## src/verilog/rv32i_types.sv

```systemverilog
package rv32i_types;

    // major opcodes of the supported RV32I subset
    typedef enum logic [6:0] {
        OP_REG = 7'b0110011,
        OP_IMM = 7'b0010011,
        LOAD   = 7'b0000011,
        STORE  = 7'b0100011
    } opcode_e;

    // encoded as {funct7[5], funct3} of the register form
    typedef enum logic [3:0] {
        ADD = 4'b0000,
        SUB = 4'b1000,
        SLL = 4'b0001,
        SLT = 4'b0010,
        XOR = 4'b0100,
        SRL = 4'b0101,
        OR  = 4'b0110,
        AND = 4'b0111
    } alu_op_e;

    // decoded instruction as held in the issue queue
    typedef struct packed {
        opcode_e     op;
        alu_op_e     alu_op;
        logic [2:0]  rs1;
        logic [2:0]  rs2;
        logic [2:0]  rd;
        // sign-extended I or S immediate
        logic [31:0] imm;
        logic        use_imm;
    } ctl_word;

endpackage

```

## src/verilog/issue_cfg.sv

```systemverilog
package issue_cfg;

    localparam int TAG_W       = 3;
    localparam int NUM_REGS    = 8;
    localparam int IQ_DEPTH    = 4;
    localparam int NUM_RS      = 4;
    // cycles from station load to result ready
    localparam int EXEC_CYCLES = 2;

    // operands and destination handed to an ALU station
    typedef struct packed {
        rv32i_types::alu_op_e alu_op;
        logic [31:0]          src1_data;
        // register value or immediate
        logic [31:0]          src2_data;
        logic [TAG_W-1:0]     rd;
    } alu_res_word;

endpackage

```

## src/verilog/issue_bus_if.sv

```systemverilog
interface issue_bus_if;

    // one-hot station select, at most one bit per cycle
    logic [issue_cfg::NUM_RS-1:0] load;
    issue_cfg::alu_res_word       word;
    // station occupancy, seen by the queue for target selection
    logic [issue_cfg::NUM_RS-1:0] busy;

    modport dispatch (
        output load,
        output word,
        input  busy
    );

    modport station (
        input  load,
        input  word,
        output busy
    );

endinterface

```

## src/verilog/instr_decode.sv

```systemverilog
module instr_decode (
    input  logic [31:0]          instr_i,
    output rv32i_types::ctl_word ctl_o,
    output logic                 legal_o
);

    logic [6:0]  opcode;
    logic [2:0]  funct3;
    logic [6:0]  funct7;
    logic [4:0]  rd_f;
    logic [4:0]  rs1_f;
    logic [4:0]  rs2_f;
    logic [31:0] i_imm;
    logic [31:0] s_imm;
    logic        op_ok;
    logic        funct_ok;
    logic        regs_ok;

    assign opcode = instr_i[6:0];
    assign rd_f   = instr_i[11:7];
    assign funct3 = instr_i[14:12];
    assign rs1_f  = instr_i[19:15];
    assign rs2_f  = instr_i[24:20];
    assign funct7 = instr_i[31:25];

    assign i_imm = {{20{instr_i[31]}}, instr_i[31:20]};
    assign s_imm = {{20{instr_i[31]}}, instr_i[31:25], instr_i[11:7]};

    always_comb begin
        ctl_o        = '0;
        ctl_o.op     = rv32i_types::opcode_e'(opcode);
        ctl_o.alu_op = rv32i_types::ADD;
        ctl_o.rs1    = rs1_f[2:0];
        ctl_o.rs2    = rs2_f[2:0];
        ctl_o.rd     = rd_f[2:0];
        op_ok        = 1'b1;
        funct_ok     = 1'b1;
        // rs1 is read by every supported format
        regs_ok      = (rs1_f[4:3] == 2'b00);
        case (opcode)
            rv32i_types::OP_REG: begin
                ctl_o.alu_op = rv32i_types::alu_op_e'({funct7[5], funct3});
                // sltu has no slot, and only sub uses the alternate funct7
                funct_ok = ((funct7 == 7'b0000000) && (funct3 != 3'b011)) ||
                           ((funct7 == 7'b0100000) && (funct3 == 3'b000));
                regs_ok  = regs_ok && (rd_f[4:3] == 2'b00) && (rs2_f[4:3] == 2'b00);
            end
            rv32i_types::OP_IMM: begin
                ctl_o.alu_op  = rv32i_types::alu_op_e'({1'b0, funct3});
                ctl_o.imm     = i_imm;
                ctl_o.use_imm = 1'b1;
                // slli and srli need a zero upper field, srai is unsupported
                funct_ok = (funct3 != 3'b011) &&
                           ((funct3[1:0] != 2'b01) || (funct7 == 7'b0000000));
                regs_ok  = regs_ok && (rd_f[4:3] == 2'b00);
            end
            rv32i_types::LOAD: begin
                ctl_o.imm     = i_imm;
                ctl_o.use_imm = 1'b1;
                regs_ok       = regs_ok && (rd_f[4:3] == 2'b00);
            end
            rv32i_types::STORE: begin
                ctl_o.imm     = s_imm;
                ctl_o.use_imm = 1'b1;
                regs_ok       = regs_ok && (rs2_f[4:3] == 2'b00);
            end
            default: op_ok = 1'b0;
        endcase
    end

    assign legal_o = op_ok && funct_ok && regs_ok;

endmodule

```

## src/verilog/issue_fifo.sv

```systemverilog
module issue_fifo (
    input  logic                 clk,
    input  logic                 reset_i,
    input  rv32i_types::ctl_word data_i,
    input  logic                 valid_i,
    output logic                 full_o,
    output logic                 valid_o,
    output rv32i_types::ctl_word data_o,
    input  logic                 yumi_i
);

    typedef logic [$clog2(issue_cfg::IQ_DEPTH)-1:0]   ptr_t;
    typedef logic [$clog2(issue_cfg::IQ_DEPTH+1)-1:0] cnt_t;

    rv32i_types::ctl_word mem [issue_cfg::IQ_DEPTH];
    ptr_t wr_ptr;
    ptr_t rd_ptr;
    cnt_t count;
    logic wr_en;
    logic rd_en;

    assign full_o  = (count == cnt_t'(issue_cfg::IQ_DEPTH));
    assign valid_o = (count != '0);
    assign data_o  = mem[rd_ptr];

    // a full queue still takes a write when the head leaves in the same cycle
    assign wr_en = valid_i && (!full_o || yumi_i);
    assign rd_en = yumi_i && valid_o;

    always_ff @(posedge clk) begin
        if (reset_i) begin
            wr_ptr <= '0;
            rd_ptr <= '0;
            count  <= '0;
        end else begin
            if (wr_en) begin
                wr_ptr <= wr_ptr + 1'b1;
            end
            if (rd_en) begin
                rd_ptr <= rd_ptr + 1'b1;
            end
            if (wr_en && !rd_en) begin
                count <= count + 1'b1;
            end else if (rd_en && !wr_en) begin
                count <= count - 1'b1;
            end
        end
    end

    always_ff @(posedge clk) begin
        if (wr_en) begin
            mem[wr_ptr] <= data_i;
        end
    end

endmodule

```

## src/verilog/reg_file.sv

```systemverilog
module reg_file (
    input  logic                        clk,
    input  logic                        reset_i,
    input  logic                        we_i,
    input  logic [issue_cfg::TAG_W-1:0] waddr_i,
    input  logic [31:0]                 wdata_i,
    input  logic [issue_cfg::TAG_W-1:0] raddr1_i,
    input  logic [issue_cfg::TAG_W-1:0] raddr2_i,
    output logic [31:0]                 rdata1_o,
    output logic [31:0]                 rdata2_o
);

    logic [31:0] regs [issue_cfg::NUM_REGS];

    always_ff @(posedge clk) begin
        if (reset_i) begin
            for (int i = 0; i < issue_cfg::NUM_REGS; i++) begin
                regs[i] <= '0;
            end
        end else if (we_i && (waddr_i != '0)) begin
            // x0 is hardwired, writes to it are dropped
            regs[waddr_i] <= wdata_i;
        end
    end

    // combinational reads, same cycle as the tag
    assign rdata1_o = (raddr1_i == '0) ? '0 : regs[raddr1_i];
    assign rdata2_o = (raddr2_i == '0) ? '0 : regs[raddr2_i];

endmodule

```

## src/verilog/issue_queue.sv

```systemverilog
module issue_queue (
    input  logic                        clk,
    input  logic                        reset_i,
    input  logic                        instr_valid_i,
    input  logic                        instr_legal_i,
    input  rv32i_types::ctl_word        ctl_i,
    output logic                        iq_full_o,
    input  logic                        rob_full_i,
    input  logic                        ldst_busy_i,
    output logic [issue_cfg::TAG_W-1:0] rf_tag1_o,
    output logic [issue_cfg::TAG_W-1:0] rf_tag2_o,
    input  logic [31:0]                 rf_data1_i,
    input  logic [31:0]                 rf_data2_i,
    issue_bus_if.dispatch               rs,
    output logic                        rob_load_o,
    output logic                        ldst_load_o,
    output logic [31:0]                 ldst_addr_o,
    output logic [31:0]                 ldst_data_o
);

    rv32i_types::ctl_word head;
    logic                 head_valid;
    logic                 enqueue;
    logic                 dequeue;
    logic                 is_ldst;
    logic                 station_free;

    // illegal words and strobes against a full queue are dropped
    assign enqueue = instr_valid_i && instr_legal_i && !iq_full_o;

    issue_fifo u_fifo (
        .clk     (clk),
        .reset_i (reset_i),
        .data_i  (ctl_i),
        .valid_i (enqueue),
        .full_o  (iq_full_o),
        .valid_o (head_valid),
        .data_o  (head),
        .yumi_i  (dequeue)
    );

    // operands for the head are read in the cycle it dispatches
    assign rf_tag1_o = head.rs1;
    assign rf_tag2_o = head.rs2;

    assign is_ldst      = (head.op == rv32i_types::LOAD) || (head.op == rv32i_types::STORE);
    assign station_free = !(&rs.busy);

    assign ldst_addr_o = rf_data1_i + head.imm;
    assign ldst_data_o = rf_data2_i;

    assign rs.word = '{
        alu_op:    head.alu_op,
        src1_data: rf_data1_i,
        src2_data: head.use_imm ? head.imm : rf_data2_i,
        rd:        head.rd
    };

    always_comb begin
        rs.load     = '0;
        ldst_load_o = 1'b0;
        dequeue     = 1'b0;
        if (head_valid && !rob_full_i) begin
            if (is_ldst) begin
                if (!ldst_busy_i) begin
                    ldst_load_o = 1'b1;
                    dequeue     = 1'b1;
                end
            end else if (station_free) begin
                dequeue = 1'b1;
                // scan downward so the lowest free station is the last one kept
                for (int i = issue_cfg::NUM_RS - 1; i >= 0; i--) begin
                    if (!rs.busy[i]) begin
                        rs.load    = '0;
                        rs.load[i] = 1'b1;
                    end
                end
            end
        end
    end

    // every dispatch takes a reorder buffer slot
    assign rob_load_o = dequeue;

endmodule

```

## src/verilog/alu_stations.sv

```systemverilog
module alu_stations (
    input  logic                        clk,
    input  logic                        reset_i,
    issue_bus_if.station                rs,
    output logic                        result_valid_o,
    output logic [issue_cfg::TAG_W-1:0] result_rd_o,
    output logic [31:0]                 result_data_o
);

    typedef enum logic [1:0] {
        FREE,
        EXEC,
        DONE
    } st_e;

    typedef logic [$clog2(issue_cfg::EXEC_CYCLES+1)-1:0] cnt_t;

    st_e                    state    [issue_cfg::NUM_RS];
    cnt_t                   cnt      [issue_cfg::NUM_RS];
    issue_cfg::alu_res_word word_q   [issue_cfg::NUM_RS];
    logic [31:0]            result_q [issue_cfg::NUM_RS];
    logic [issue_cfg::NUM_RS-1:0] grant;

    function automatic logic [31:0] alu_calc(issue_cfg::alu_res_word w);
        case (w.alu_op)
            rv32i_types::ADD: return w.src1_data + w.src2_data;
            rv32i_types::SUB: return w.src1_data - w.src2_data;
            rv32i_types::SLL: return w.src1_data << w.src2_data[4:0];
            rv32i_types::SLT: return {31'b0, $signed(w.src1_data) < $signed(w.src2_data)};
            rv32i_types::XOR: return w.src1_data ^ w.src2_data;
            rv32i_types::SRL: return w.src1_data >> w.src2_data[4:0];
            rv32i_types::OR:  return w.src1_data | w.src2_data;
            rv32i_types::AND: return w.src1_data & w.src2_data;
            default:          return '0;
        endcase
    endfunction

    always_comb begin
        for (int i = 0; i < issue_cfg::NUM_RS; i++) begin
            rs.busy[i] = (state[i] != FREE);
        end
    end

    // fixed priority, station 0 wins
    always_comb begin
        grant = '0;
        for (int i = issue_cfg::NUM_RS - 1; i >= 0; i--) begin
            if (state[i] == DONE) begin
                grant    = '0;
                grant[i] = 1'b1;
            end
        end
    end

    always_comb begin
        result_valid_o = |grant;
        result_rd_o    = '0;
        result_data_o  = '0;
        for (int i = 0; i < issue_cfg::NUM_RS; i++) begin
            if (grant[i]) begin
                result_rd_o   = word_q[i].rd;
                result_data_o = result_q[i];
            end
        end
    end

    always_ff @(posedge clk) begin
        for (int i = 0; i < issue_cfg::NUM_RS; i++) begin
            if (reset_i) begin
                state[i] <= FREE;
                cnt[i]   <= '0;
            end else begin
                case (state[i])
                    FREE: begin
                        if (rs.load[i]) begin
                            state[i] <= EXEC;
                            cnt[i]   <= cnt_t'(issue_cfg::EXEC_CYCLES - 1);
                        end
                    end
                    EXEC: begin
                        if (cnt[i] == '0) begin
                            state[i] <= DONE;
                        end else begin
                            cnt[i] <= cnt[i] - 1'b1;
                        end
                    end
                    // a losing station keeps its result until granted
                    DONE: begin
                        if (grant[i]) begin
                            state[i] <= FREE;
                        end
                    end
                    default: state[i] <= FREE;
                endcase
            end
        end
    end

    always_ff @(posedge clk) begin
        for (int i = 0; i < issue_cfg::NUM_RS; i++) begin
            if ((state[i] == FREE) && rs.load[i]) begin
                word_q[i] <= rs.word;
            end
            if ((state[i] == EXEC) && (cnt[i] == '0)) begin
                result_q[i] <= alu_calc(word_q[i]);
            end
        end
    end

endmodule

```

## src/verilog/issue_top.sv

```systemverilog
module issue_top (
    input  logic                        clk,
    input  logic                        reset_i,
    input  logic                        instr_valid_i,
    input  logic [31:0]                 instr_i,
    output logic                        iq_full_o,
    output logic                        illegal_o,
    input  logic                        rob_full_i,
    input  logic                        ldst_busy_i,
    input  logic                        reg_we_i,
    input  logic [issue_cfg::TAG_W-1:0] reg_waddr_i,
    input  logic [31:0]                 reg_wdata_i,
    output logic                        rob_load_o,
    output logic                        ldst_load_o,
    output logic [31:0]                 ldst_addr_o,
    output logic [31:0]                 ldst_data_o,
    output logic                        result_valid_o,
    output logic [issue_cfg::TAG_W-1:0] result_rd_o,
    output logic [31:0]                 result_data_o
);

    rv32i_types::ctl_word        ctl;
    logic                        legal;
    logic [issue_cfg::TAG_W-1:0] rf_tag1;
    logic [issue_cfg::TAG_W-1:0] rf_tag2;
    logic [31:0]                 rf_data1;
    logic [31:0]                 rf_data2;

    issue_bus_if rs_bus ();

    instr_decode u_decode (
        .instr_i (instr_i),
        .ctl_o   (ctl),
        .legal_o (legal)
    );

    // flagged on the strobe itself, even if the queue is full
    assign illegal_o = instr_valid_i && !legal;

    issue_queue u_queue (
        .clk           (clk),
        .reset_i       (reset_i),
        .instr_valid_i (instr_valid_i),
        .instr_legal_i (legal),
        .ctl_i         (ctl),
        .iq_full_o     (iq_full_o),
        .rob_full_i    (rob_full_i),
        .ldst_busy_i   (ldst_busy_i),
        .rf_tag1_o     (rf_tag1),
        .rf_tag2_o     (rf_tag2),
        .rf_data1_i    (rf_data1),
        .rf_data2_i    (rf_data2),
        .rs            (rs_bus.dispatch),
        .rob_load_o    (rob_load_o),
        .ldst_load_o   (ldst_load_o),
        .ldst_addr_o   (ldst_addr_o),
        .ldst_data_o   (ldst_data_o)
    );

    reg_file u_regs (
        .clk      (clk),
        .reset_i  (reset_i),
        .we_i     (reg_we_i),
        .waddr_i  (reg_waddr_i),
        .wdata_i  (reg_wdata_i),
        .raddr1_i (rf_tag1),
        .raddr2_i (rf_tag2),
        .rdata1_o (rf_data1),
        .rdata2_o (rf_data2)
    );

    alu_stations u_stations (
        .clk            (clk),
        .reset_i        (reset_i),
        .rs             (rs_bus.station),
        .result_valid_o (result_valid_o),
        .result_rd_o    (result_rd_o),
        .result_data_o  (result_data_o)
    );

endmodule

```

## config.mk

```make
export PLATFORM = sky130hd
export DESIGN_NAME = issue_top
export DESIGN_NICKNAME = d
export VERILOG_FILES = /design/src/verilog/rv32i_types.sv /design/src/verilog/issue_cfg.sv /design/src/verilog/issue_bus_if.sv /design/src/verilog/instr_decode.sv /design/src/verilog/issue_fifo.sv /design/src/verilog/reg_file.sv /design/src/verilog/issue_queue.sv /design/src/verilog/alu_stations.sv /design/src/verilog/issue_top.sv
export SDC_FILE = /design/constraint.sdc
export NUM_CORES = 2
export LEC_CHECK = 0
export ABC_AREA = 0
export BUFFER_PORTS_ARGS = -buffer_cell sky130_fd_sc_hd__buf_4
export CORE_UTILIZATION = 50
export DETAILED_ROUTE_END_ITERATION = 10
export GPL_TIMING_DRIVEN = 0
export PLACE_DENSITY = 0.74
export REMOVE_ABC_BUFFERS = 1
export SYNTH_ARGS = -nofsm -noshare
export SYNTH_HDL_FRONTEND = slang
export SYNTH_HIERARCHICAL = 1
export SYNTH_SLANG_ARGS = --single-unit
```

## constraint.sdc

```tcl
create_clock -name clk -period 7.1 [get_ports clk]
set_input_delay 0.355 -clock clk [delete_from_list [all_inputs] [get_ports clk]]
set_output_delay 0.355 -clock clk [all_outputs]
set_load 0.02 [all_outputs]
```

==> reports/results.tsv <==
metric	value	unit
R2R cell count	12	
biggest cell delay along the critical path	0.86	ns
Routed Antenna Nets	0	
total power	11.7	mW
core area	136000	um^2
Peak Freq	144	MHz
layout cells sized above 1	12.5	%
Slowest-stage cell, CP	mux4_4	
Yosys warnings	6	
area of the multi-input gates	38800	um^2
Setup violations, final	0	
initial antenna violation count	32	
die height	372	um
CTS tree	built	
Startpoint Class	register	
Initial Utilization	50.5	%
Finished Cell Area	76400	um^2
Syn Std Cell Area	68600	um^2
Max FO, Critical Path	60	
cells after synthesis	7042	
TNS Setup	0	ns
NumNets Final	7444	
dpl cell area	72400	um^2
vias per cell	6.95	
Cell Pwr Density	153	nW/um^2
R2R Path End	u_stations/result_q[2][29]	
First DRT Iteration DRCs	9467	
global-route wire length before repair	405000	um
FILL cells	11680	
vias in the first global route	56591	
Final GP Congestion	1.02	
Max Buffers Root-to-Sink	3	
worst-skew pair later-pin latency	0.76	ns
DIE WIDTH	372	um
largest net degree at the start of global routing	61	
worst path cell trace	buf_16 -> mux4_4 -> buf_16 -> and2b_4 -> a221oi_1 -> a221oi_4 -> buf_16 -> ha_1 -> a21o_1 -> a221oi_2 -> a21o_1 -> a211o_1 -> a21oi_1 -> a21oi_1 -> xnor2_1 -> buf_4	
clock root buffer	clkbuf_16	
Final Hold Violating Endpoints	0	
final period utilization	97.7	%
crit path to	ldst_addr_o[26]	
headroom to the max-slew limit	-2.95	%
TritonRoute pass-1 iters	9	
Util after Layout	56.2	%
crit path kind	reg2out	
DRC errors left	0	
H-tree depth	3	
Seq. cell area	26000	um^2
Worst Path Required	6.74	ns
post-detail-place hpwl	213000	um
register clock-pin slew on the reported worst setup and hold paths	0.06	ns
CTS Sinks	869	
total wire length	289000	um
WL per Instance	32.8	um
Lkg Pwr	29.2	nW
reg-to-reg startpoint	u_stations/word_q[2][4]	
minimum hold slack	0.0331	ns
std cell rows	135	
minimum clock period	6.93	ns
Slew Limit Fails	56	
RSZ-0062 raised after global routing	false	
most used cell, CP	buf_16	
failing checks	max-capacitance violations, max-slew violations	
worst min path class	in2reg	
CP Data Arrival Time	6.58	ns
DR vias	61288	
global route overflow	0	
max-cap viol count	2	
Slew @ Worst Pin	1.54	ns
Num CTS Buffers	95	
Area growth syn-to-layout	11.3	%
# IOs	177	
Peak VDD IR	217	uV
area of the die	139000	um^2
register-to-register path setup slack	1.06	ns
clk_skew	0.0972	ns
Crit. End Element	output port	
status	finished with violations	
Port Buf Inserts	176	
GRT Util Overall	40.4	%
synthesized area per cell	9.74	um^2
## area by class of cell
cell class	count	share of cell area [%]
Clock inverter	56	0.908
Multi-Input combinational cell	5179	50.9
Timing Repair Buffer	351	5.77
Inverter	424	2.09
Antenna cell	34	0.111
Clock buffer	120	3.26
Tap cell	1781	2.92
Sequential cell	869	34.1
## flip-flops by register name, indices dropped and copies added (netlist names), named ones only
register / cells
u_queue/u_fifo/rd_ptr: 2
u_stations/result_q: 128
u_stations/cnt: 8
u_stations/word_q: 284
u_regs/regs: 224
u_queue/u_fifo/count: 3
u_queue/u_fifo/mem: 208
u_queue/u_fifo/wr_ptr: 2
u_stations/state: 8
## power by group
| group | switching, mW | internal [mW] | leakage, nW |
|---|---|---|---|
| Clock | 2.20 | 2.85 | 1.53 |
| Combinational | 0.525 | 0.297 | 19.6 |
| Sequential | 0.0828 | 5.73 | 8.12 |
## worst max-delay path: cells and delay by family (launching register included)
family / cells / cell delay [ns]
xor+xnor: 1 / 0.39
compound gates: 8 / 2.11
simple gates: 1 / 0.35
fa+ha+maj: 1 / 0.41
buf+inv: 4 / 1.03
mux: 1 / 0.86
flops: 1 / 0.55
## routing by layer
metal	share of wire [%]	track usage, %
met5	0.052	0
met4	6.8	23.7
met3	11	8.98
met2	44	60.4
met1	38	53.6
## cell usage in the layout, fill, tap and decap left out, drive strengths merged, types with 110 or more instances in the layout
master  count
mux2i     388
and2      255
a221oi    198
ha        441
mux4      145
mux2      110
edfxtp    860
a21oi     486
inv       417
nor2      674
nand2     406
clkbuf    122
o21ai     493
buf       299
## metrics by stage
step / setup slack (ns) / std cells
after floorplan: -0.920 / 6467
after global placement: -6.44 / 8424
after detailed placement: 0.164 / 8544
after CTS: 0.0131 / 8775
after global routing: 0.0745 / 8788
final: 0.165 / 8814
## worst min-delay path by stage
stage | startpoint | endpoint | slack (ns) | depth (start not counted)
final | instr_i[30] | u_queue/u_fifo/mem[3][11] | 0.03 | 2
after detailed placement | u_queue/u_fifo/rd_ptr[0] | register | 0.52 | 2
after global placement | u_queue/u_fifo/wr_ptr[1] | u_queue/u_fifo/wr_ptr[1] | 0.49 | 2
after floorplan | reset_i | u_queue/u_fifo/count[2] | 0.42 | 1
after CTS | instr_i[30] | u_queue/u_fifo/mem[3][11] | 0.0005 | 2
after global routing | instr_i[25] | u_queue/u_fifo/mem[3][6] | 0.04 | 2
## what timing repair did
item                       CTS  global route
setup buffers                1             1
pin swaps                    0             0
hold buffers                50             0
cloned                       4             2
resized for setup            4             4
hold endpoints to repair   294             0
setup endpoints to repair   23            13
Note: power is estimated with default switching activity, not from simulation.
